$ cat src/verilog/sysctrl_macros.svh
// System control parameters
// Disk word buffer depth and the fixed identification bytes
// returned to the MCU by the identification command

`ifndef SYSCTRL_MACROS_SVH
`define SYSCTRL_MACROS_SVH

// Disk words held in the buffer between decoder and DMA port
`define SYSCTRL_FIFO_DEPTH 4

// Pattern that an unprogrammed or absent device would not return
`define SYSCTRL_ID0 8'h5c
`define SYSCTRL_ID1 8'h42

// Core id byte reported after the two pattern bytes
`define SYSCTRL_CORE_ID 8'h01

`endif

$ cat src/verilog/acsi_pkg.sv
// Hard disk side types
// Disk data word as sent by the MCU and the disk handshake
// status towards the disk controller

`default_nettype none

package acsi_pkg;

  // Disk data word, high byte arrives first on the link
  typedef struct packed {
    logic [7:0] hi;
    logic [7:0] lo;
  } acsi_word_t;

  // Ack and nak are single cycle pulses
  typedef struct packed {
    logic       ack;
    logic       nak;
    logic [7:0] dma_status;
  } acsi_status_t;

endpackage

`default_nettype wire

$ cat src/verilog/sysctrl_pkg.sv
// System control types
// MCU link byte, command codes, configuration ids and the
// configuration output bundle

`default_nettype none

package sysctrl_pkg;

  // Command byte that opens each MCU frame
  typedef enum logic [7:0] {
    CMD_IDENT       = 8'd0,
    CMD_LEDS        = 8'd1,
    CMD_COLOR       = 8'd2,
    CMD_BUTTONS     = 8'd3,
    CMD_CONFIG      = 8'd4,
    CMD_INT         = 8'd5,
    CMD_DISK_STATUS = 8'd6,
    CMD_DISK_ACK    = 8'd7,
    CMD_DISK_DATA   = 8'd8
  } sysctrl_cmd_e;

  // Configuration variable ids, sent as ASCII characters
  localparam logic [7:0] CFG_ID_CHIPSET   = "C";
  localparam logic [7:0] CFG_ID_MEMORY    = "M";
  localparam logic [7:0] CFG_ID_VIDEO     = "V";
  localparam logic [7:0] CFG_ID_RESET     = "R";
  localparam logic [7:0] CFG_ID_SCANLINES = "S";
  localparam logic [7:0] CFG_ID_VOLUME    = "A";
  localparam logic [7:0] CFG_ID_WIDE      = "W";
  localparam logic [7:0] CFG_ID_WPROT     = "P";

  // One byte from the MCU link
  typedef struct packed {
    logic       strobe;
    logic       start;
    logic [7:0] data;
  } sysctrl_byte_t;

  // User configuration, normally set from the OSD
  typedef struct packed {
    logic [1:0] chipset;      // ST, MegaST or STE
    logic       memory;       // 4MB or 8MB
    logic       video;        // color or mono
    logic [1:0] reset_req;    // run, reset, coldboot
    logic [1:0] scanlines;
    logic [1:0] volume;
    logic       wide_screen;
    logic [1:0] floppy_wprot; // per drive write protect
  } sysctrl_cfg_t;

endpackage

`default_nettype wire

$ cat src/verilog/acsi_dma_port.sv
// Disk DMA port
// Takes one word at a time from the disk word buffer and hands
// it to the disk controller with a four-phase req/ack handshake.
// A new word is only started once ack has been seen low again

`timescale 1ns/100ps
`default_nettype none

module acsi_dma_port
  import acsi_pkg::*;
(
  input  wire logic clk,
  input  wire logic reset,
  input  wire logic empty,
  input  acsi_word_t head_word,
  input  wire logic dma_ack,
  output logic      pop,
  output logic      dma_req,
  output acsi_word_t dma_word
);

  typedef enum logic [1:0] {
    ST_IDLE,
    ST_REQ,
    ST_RELEASE
  } port_state_e;

  port_state_e state;

  // Word is taken from the buffer on the edge that raises req
  assign pop = (state == ST_IDLE) && !empty;

  always_ff @(posedge clk) begin
    if (pop) dma_word <= head_word;
  end

  always_ff @(posedge clk) begin
    if (reset) begin
      state   <= ST_IDLE;
      dma_req <= 1'b0;
    end else begin
      case (state)
        ST_IDLE: begin
          if (!empty) begin
            dma_req <= 1'b1;
            state   <= ST_REQ;
          end
        end
        ST_REQ: begin
          // Controller has taken the word
          if (dma_ack) begin
            dma_req <= 1'b0;
            state   <= ST_RELEASE;
          end
        end
        ST_RELEASE: begin
          // Wait for ack to drop before the next word
          if (!dma_ack) state <= ST_IDLE;
        end
        default: begin
          dma_req <= 1'b0;
          state   <= ST_IDLE;
        end
      endcase
    end
  end

endmodule

`default_nettype wire

$ cat src/verilog/acsi_word_fifo.sv
// Disk word buffer
// Small circular FIFO between the command decoder and the DMA
// port. The MCU link cannot be stalled, so a word pushed while
// the buffer is full is lost and a sticky overflow flag is set

`timescale 1ns/100ps
`default_nettype none

`include "sysctrl_macros.svh"

module acsi_word_fifo
  import acsi_pkg::*;
(
  input  wire logic clk,
  input  wire logic reset,
  input  wire logic push,
  input  acsi_word_t push_word,
  input  wire logic pop,
  output acsi_word_t head_word,
  output logic      empty,
  output logic      full,
  output logic      overflow
);

  localparam int DEPTH = `SYSCTRL_FIFO_DEPTH;
  localparam int PTR_W = (DEPTH > 1) ? $clog2(DEPTH) : 1;
  localparam int CNT_W = $clog2(DEPTH + 1);

  acsi_word_t       mem [DEPTH];
  logic [PTR_W-1:0] wr_ptr;
  logic [PTR_W-1:0] rd_ptr;
  logic [CNT_W-1:0] count;
  logic             do_push;
  logic             do_pop;

  assign empty     = (count == '0);
  assign full      = (count == CNT_W'(DEPTH));
  assign do_push   = push && !full;
  assign do_pop    = pop && !empty;
  assign head_word = mem[rd_ptr];

  // Pointer advance with wrap at the buffer end
  function automatic logic [PTR_W-1:0] ptr_next(input logic [PTR_W-1:0] ptr);
    ptr_next = (ptr == PTR_W'(DEPTH - 1)) ? '0 : ptr + 1'b1;
  endfunction

  always_ff @(posedge clk) begin
    if (do_push) mem[wr_ptr] <= push_word;
  end

  always_ff @(posedge clk) begin
    if (reset) begin
      wr_ptr   <= '0;
      rd_ptr   <= '0;
      count    <= '0;
      overflow <= 1'b0;
    end else begin
      if (do_push) wr_ptr <= ptr_next(wr_ptr);
      if (do_pop) rd_ptr <= ptr_next(rd_ptr);
      // Count only moves when exactly one side is active
      if (do_push && !do_pop) count <= count + 1'b1;
      if (do_pop && !do_push) count <= count - 1'b1;
      // Sticky until reset
      if (push && full) overflow <= 1'b1;
    end
  end

endmodule

`default_nettype wire

$ cat src/verilog/sysctrl_cmd.sv
// MCU command decoder
// Runs the command frames from the MCU byte link, holds the LED,
// color, configuration and disk status registers and packs
// disk data bytes into words for the disk word buffer

`timescale 1ns/100ps
`default_nettype none

`include "sysctrl_macros.svh"

module sysctrl_cmd
  import sysctrl_pkg::*, acsi_pkg::*;
(
  input  wire logic          clk,
  input  wire logic          reset,
  input  sysctrl_byte_t      mcu_byte,
  input  wire logic [1:0]    buttons,
  input  wire logic [7:0]    int_in,
  input  wire logic [7:0]    acsi_status_byte,
  output logic [7:0]         data_out,
  output logic [7:0]         int_ack,
  output logic [1:0]         leds,
  output logic [23:0]        color,
  output sysctrl_cfg_t       cfg,
  output logic [3:0]         acsi_status_index,
  output acsi_status_t       acsi_stat,
  output logic               push,
  output acsi_word_t         push_word
);

  sysctrl_cmd_e command;
  logic [3:0]   index;
  logic [7:0]   cfg_id;
  logic         word_half;
  logic [7:0]   data_rev;

  // Color bytes come in LSB first
  always_comb begin
    for (int i = 0; i < 8; i++) begin
      data_rev[i] = mcu_byte.data[7 - i];
    end
  end

  // Status byte selected by position in the command 6 frame
  assign acsi_status_index = index - 4'd1;

  always_ff @(posedge clk) begin
    if (reset) begin
      command   <= CMD_IDENT;
      index     <= 4'd0;
      cfg_id    <= 8'h00;
      word_half <= 1'b0;
      int_ack   <= 8'h00;
      leds      <= 2'b00;
      color     <= 24'h000000;
      cfg       <= '0;
      acsi_stat <= '0;
      push      <= 1'b0;
    end else begin
      // Pulses last a single cycle
      int_ack       <= 8'h00;
      acsi_stat.ack <= 1'b0;
      acsi_stat.nak <= 1'b0;
      push          <= 1'b0;

      if (mcu_byte.strobe) begin
        if (mcu_byte.start) begin
          command   <= sysctrl_cmd_e'(mcu_byte.data);
          index     <= 4'd1;
          word_half <= 1'b0;
        end else if (index != 4'd0) begin
          // Index saturates for long frames
          if (index != 4'd15) begin
            index <= index + 4'd1;
          end

          case (command)
            CMD_IDENT: begin
              if (index == 4'd1) data_out <= `SYSCTRL_ID0;
              if (index == 4'd2) data_out <= `SYSCTRL_ID1;
              if (index == 4'd3) data_out <= `SYSCTRL_CORE_ID;
            end
            CMD_LEDS: begin
              if (index == 4'd1) leds <= mcu_byte.data[1:0];
            end
            CMD_COLOR: begin
              // Green, blue, red order as used by the WS2812
              if (index == 4'd1) color[15:8]  <= data_rev;
              if (index == 4'd2) color[7:0]   <= data_rev;
              if (index == 4'd3) color[23:16] <= data_rev;
            end
            CMD_BUTTONS: begin
              data_out <= {6'b000000, buttons};
            end
            CMD_CONFIG: begin
              // Id byte first, then the value
              if (index == 4'd1) cfg_id <= mcu_byte.data;
              if (index == 4'd2) begin
                case (cfg_id)
                  CFG_ID_CHIPSET:   cfg.chipset      <= mcu_byte.data[1:0];
                  CFG_ID_MEMORY:    cfg.memory       <= mcu_byte.data[0];
                  CFG_ID_VIDEO:     cfg.video        <= mcu_byte.data[0];
                  CFG_ID_RESET:     cfg.reset_req    <= mcu_byte.data[1:0];
                  CFG_ID_SCANLINES: cfg.scanlines    <= mcu_byte.data[1:0];
                  CFG_ID_VOLUME:    cfg.volume       <= mcu_byte.data[1:0];
                  CFG_ID_WIDE:      cfg.wide_screen  <= mcu_byte.data[0];
                  CFG_ID_WPROT:     cfg.floppy_wprot <= mcu_byte.data[1:0];
                  default: ;  // Unknown id is ignored
                endcase
              end
            end
            CMD_INT: begin
              // First data byte acknowledges the pending sources
              if (index == 4'd1) int_ack <= mcu_byte.data;
              data_out <= int_in;
            end
            CMD_DISK_STATUS: begin
              data_out <= acsi_status_byte;
            end
            CMD_DISK_ACK: begin
              if (index == 4'd1) begin
                if (mcu_byte.data[0]) acsi_stat.ack <= 1'b1;
                else acsi_stat.nak <= 1'b1;
              end
              if (index == 4'd2) acsi_stat.dma_status <= mcu_byte.data;
            end
            CMD_DISK_DATA: begin
              // High byte first, push once the low byte is in
              if (!word_half) begin
                push_word.hi <= mcu_byte.data;
              end else begin
                push_word.lo <= mcu_byte.data;
                push         <= 1'b1;
              end
              word_half <= ~word_half;
            end
            default: ;
          endcase
        end
      end
    end
  end

endmodule

`default_nettype wire

$ cat src/verilog/sysctrl_top.sv
// System control top level
// MCU command decoder feeding disk words through a small buffer
// to the DMA port. Interrupt request to the MCU is active low
// while any interrupt source is pending

`timescale 1ns/100ps
`default_nettype none

module sysctrl_top
  import sysctrl_pkg::*, acsi_pkg::*;
(
  input  wire logic       clk,
  input  wire logic       reset,
  input  sysctrl_byte_t   mcu_byte,
  input  wire logic [1:0] buttons,
  input  wire logic [7:0] int_in,
  input  wire logic [7:0] acsi_status_byte,
  input  wire logic       dma_ack,
  output logic [7:0]      data_out,
  output logic            int_out_n,
  output logic [7:0]      int_ack,
  output logic [1:0]      leds,
  output logic [23:0]     color,
  output sysctrl_cfg_t    cfg,
  output logic [3:0]      acsi_status_index,
  output acsi_status_t    acsi_stat,
  output logic            dma_req,
  output acsi_word_t      dma_word,
  output logic            acsi_overflow
);

  logic       push;
  acsi_word_t push_word;
  acsi_word_t head_word;
  logic       empty;
  logic       pop;

  assign int_out_n = ~|int_in;

  sysctrl_cmd u_cmd (
    .clk               (clk),
    .reset             (reset),
    .mcu_byte          (mcu_byte),
    .buttons           (buttons),
    .int_in            (int_in),
    .acsi_status_byte  (acsi_status_byte),
    .data_out          (data_out),
    .int_ack           (int_ack),
    .leds              (leds),
    .color             (color),
    .cfg               (cfg),
    .acsi_status_index (acsi_status_index),
    .acsi_stat         (acsi_stat),
    .push              (push),
    .push_word         (push_word)
  );

  // Full flag stays internal, drops are reported via overflow
  acsi_word_fifo u_fifo (
    .clk       (clk),
    .reset     (reset),
    .push      (push),
    .push_word (push_word),
    .pop       (pop),
    .head_word (head_word),
    .empty     (empty),
    .full      (),
    .overflow  (acsi_overflow)
  );

  acsi_dma_port u_dma (
    .clk       (clk),
    .reset     (reset),
    .empty     (empty),
    .head_word (head_word),
    .dma_ack   (dma_ack),
    .pop       (pop),
    .dma_req   (dma_req),
    .dma_word  (dma_word)
  );

endmodule

`default_nettype wire
$ cat config.mk
export PLATFORM = sky130hd
export DESIGN_NAME = sysctrl_top
export DESIGN_NICKNAME = d
export VERILOG_FILES = /design/src/verilog/acsi_pkg.sv /design/src/verilog/sysctrl_pkg.sv /design/src/verilog/acsi_dma_port.sv /design/src/verilog/acsi_word_fifo.sv /design/src/verilog/sysctrl_cmd.sv /design/src/verilog/sysctrl_top.sv
export VERILOG_INCLUDE_DIRS = /design/src /design/src/verilog
export SDC_FILE = /design/constraint.sdc
export NUM_CORES = 1
export LEC_CHECK = 0
export BUFFER_PORTS_ARGS = -buffer_cell sky130_fd_sc_hd__buf_2
export CAP_MARGIN = 20
export CORE_AREA = 4 4 99 172
export CTS_BUF_LIST = sky130_fd_sc_hd__clkbuf_2
export CTS_CLUSTER_DIAMETER = 150
export DETAILED_ROUTE_END_ITERATION = 6
export DIE_AREA = 0 0 103 176
export PLACE_DENSITY = 0.71
export SYNTH_ARGS = -nofsm -noshare
export SYNTH_HDL_FRONTEND = slang
export SYNTH_SLANG_ARGS = --single-unit
export TNS_END_PERCENT = 100
$ cat constraint.sdc
create_clock -name clk -period 4 [get_ports clk]
set_input_delay 0.2 -clock clk [delete_from_list [all_inputs] [get_ports clk]]
set_output_delay 0.2 -clock clk [all_outputs]
set_load 0.1 [all_outputs]
==> results by group <==
Run status
  – Status: finished clean

Power
  – Pint: about 2.7 mW
  – Lkg Pwr: roughly 3.6 nW
  – PD cells: roughly 490 mW/mm2
  – Part of the power in registers: 0.526
  – Switching share of power: 0.3722
  – Pwr Total: roughly 4.4 mW
  – Worst vdd rail ir drop: between 0.2 and 0.3 mV
  – Power share of the clock group: 0.223
  – NetSw: ~1.6 mW
  – Logic pwr share: 0.251

STA
  – Skew final: around 0.057 ns
  – Slew Viols, Final: 0
  – Slew HR: 0.4351
  – Tightest hold margin: between 0.1 and 0.15 ns
  – Fin. Hold Viols: 0
  – Worst Max-Slew Pin Slew: roughly 0.84 ns
  – Peak Freq: 363.4 MHz
  – TNS Setup: 0 ns
  – Fin crit share: 0.6879
  – RSZ-0062 raised after global routing: false
  – Final Critical Period: 2.752 ns
  – Final worst slack: roughly 1.2 ns
  – Setup-failing EPs final: 0

Synth
  – Post-synthesis simple-gate area fraction: 0.1501
  – Syn Nets: slightly above 600
  – EDFF count, synth: about 100
  – Syn avg cell area: 13.37 um2
  – Multiplexer area fraction after synthesis: 0.1235
  – Yosys synthesis warning count: 0
  – Largest family of logic cells by synthesized area: simple AND/OR/NAND/NOR gates
  – Top FF cell, synth: edfxtp_1
  – Synth Area in Compound Gates: 0.03737
  – Xor/xnor share of the synthesized area: 0.006824
  – Syn Std Cell Area: just under 0.008 mm2
  – Ys async rst share: 0
  – Post-synth cell types: 50
  – Cells after Synth: around 580
  – Register bit total from synthesis: around 190
  – Sequential element share of the synthesized area: 0.6395
  – Post-synthesis adder-cell area fraction: 0.02047

GRT
  – First-pass GRT wire length: around 27 mm
  – Largest net degree at the start of global routing: 89
  – Vias in the first global route: 5,190
  – Gr ovfl total: 0
  – Total GRT Usage: 0.1943
  – Initial antenna violation count: 1

Critical path
  – Arr. time, crit path: around 3.4 ns
  – Startpoint class of the critical path: flop
  – Required time worst endpoint: 4.67 ns
  – Kind of critical path: flop to flop
  – CP max FO: 8
  – Worst R2R Setup Slack: around 1.2 ns
  – Worst Setup End Kind: flop

Layout
  – Layout Area Growth over Synthesis: 16.33%
  – Final Core Density: 0.5698
  – Most frequent cells in the layout: buf_2 (118), edfxtp_1 (104), dfxtp_1 (90)
  – Cell area after layout: around 0.009 mm2
  – Nets: between 700 and 800
  – Fraction of layout cells with a size suffix above 1: 0.2459
  – Non-Filler Instances: 914
  – Commonest non-fill, non-tap cell in the layout: buf_2

Clock network
  – Clk slew on worst S/H paths: around 0.27 ns
  – Clk_lat worst skew: between 0.7 and 0.8 ns
  – Clk buf depth: 2
  – H-tree depth: 4
  – Cts repair resizes: 0
  – Clock sink total: 194
  – CTS tree: built
  – Clock Tree Root: clkbuf_2
  – Cts bufs inserted: 17
  – Setup Buffers After CTS: 0

Place
  – Placed inst area: between 0.008 and 0.009 mm2
  – Detailed placement HPWL: 12.47 mm
  – Port bufs: 118
  – Placed insts: ~850
  – Pre-CTS WS: between 1 and 1.5 ns
  – Routability cong.: roughly 0.93

Detailed routing
  – Post-Route WL: around 17 mm
  – Routed len/inst: between 15 and 20 um
  – 1st-iter DRT viols: ~280
  – Vias post-DR: about 5,000
  – # DRC: 0
  – Drt via density: about 5.5
  – DRT Pass-1 Iters: 5
  – Post-route ant nets: 0

Floorplan
  – Die area: about 0.018 mm2
  – Core ar.: between 0.015 and 0.02 mm2
  – Chip width: about 100 um
  – Initial core utilization: 0.4898
  – Die Span Y: ~180 um
  – # rows: 61
  – # IOs: around 120

Run
  – Max capacitance violation total: 0

Min path
  – Tightest Hold Check Type: primary input to flop
[final timing paths]
path | cells after the start | start | end
setup / recovery | 6 | u_cmd.index[0] | u_cmd.cfg_id[0]
setup reg to reg | 6 | u_cmd.index[0] | u_cmd.cfg_id[0]
hold reg to reg | 0 | u_cmd.push_word[11] | u_fifo.mem[0][11]
hold / removal | 5 | buttons[0] | u_cmd.data_out[0]
[cell families after synthesis]
kind of cell             count (synthesis)
buffers and inverters                   41
AO/OA/AOI/OAI                           46
adder cells (fa/ha/maj)                 12
AND/OR/NAND/NOR                        202
XOR/XNOR                                 6
flip-flops                             194
multiplexers                            75
[synthesized netlist by cell type, drive strengths merged, types with 5 or more instances]
cell	count	area share
a21oi	15	0.0097
a22oi	8	0.0078
and2	13	0.011
buf	5	0.0045
clkbuf	27	0.013
dfxtp	90	0.23
edfxtp	104	0.41
ha	11	0.018
inv	9	0.0044
mux2i	59	0.077
mux4	16	0.047
nand2	34	0.017
nand2b	68	0.055
nand3	7	0.0045
nand4	5	0.0041
nor2	26	0.013
nor2b	7	0.0057
nor3	6	0.0039
nor3b	5	0.0049
o21ai	10	0.0065
or4b	5	0.0065
[power groups by stage]
| stage | registers (mW) | logic [mW] | clock network [mW] |
|---|---|---|---|
| 2_1_floorplan | 2.89 | 0.339 | 0 |
| 3_3_place_gp | 2.34 | 1.04 | 0 |
| 3_5_place_dp | 2.35 | 1.06 | 0 |
| 4_1_cts | 2.31 | 1.08 | 1.00 |
| 5_1_grt | 2.31 | 1.15 | 1.09 |
| 6_report | 2.29 | 1.09 | 0.974 |
[per-layer routing]
metal | wire length (um) | GRT usage | up-vias
li1 | - | - | 2361
met1 | 5915 | 0.2045 | 2439
met2 | 9548 | 0.3537 | 166
met3 | 811 | 0.04270 | 37
met4 | 713 | 0.09454 | 0
met5 | 0 | 0 | -
[what timing repair did]
item                                    in CTS  in global routing
endpoints found under the setup margin       0                  0
hold endpoints to repair                    81                  0
hold buffers                                27                  0
[registers in the layout (all words and copies together), names as in the netlist, 2 cells and up]
signal and cells:
u_cmd.color 24, u_cmd.cfg_id 8, u_cmd.leds 2, u_cmd.data_out 8
u_dma.state 2, u_cmd.command 8, u_cmd.int_ack 8, u_cmd.index 4
u_fifo.rd_ptr 2, u_cmd.push_word 16, u_cmd.acsi_stat 10, u_fifo.count 3
u_dma.dma_word 16, u_fifo.wr_ptr 2, u_cmd.cfg 13, u_fifo.mem 64
[worst max-delay path: stages (launching register included)]
cell and delay (ns):
dfxtp_1 0.51, inv_1 0.13, ha_1 0.26, or4b_2 0.66, nor3_1 0.34, and4b_1 0.56
mux2i_1 0.25
[area by class of cell]
type / instances / area (um2)
antenna: 1 / 2.502
clock buffer: 18 / 90.09
clock inverter: 14 / 162.7
fill: 1333 / 6764
inverter: 9 / 33.78
multi-input combinational: 341 / 2605
sequential: 194 / 4925
tap: 189 / 236.5
timing repair buffer: 148 / 903.4
No activity file was read; power rests on OpenSTA's default activity.
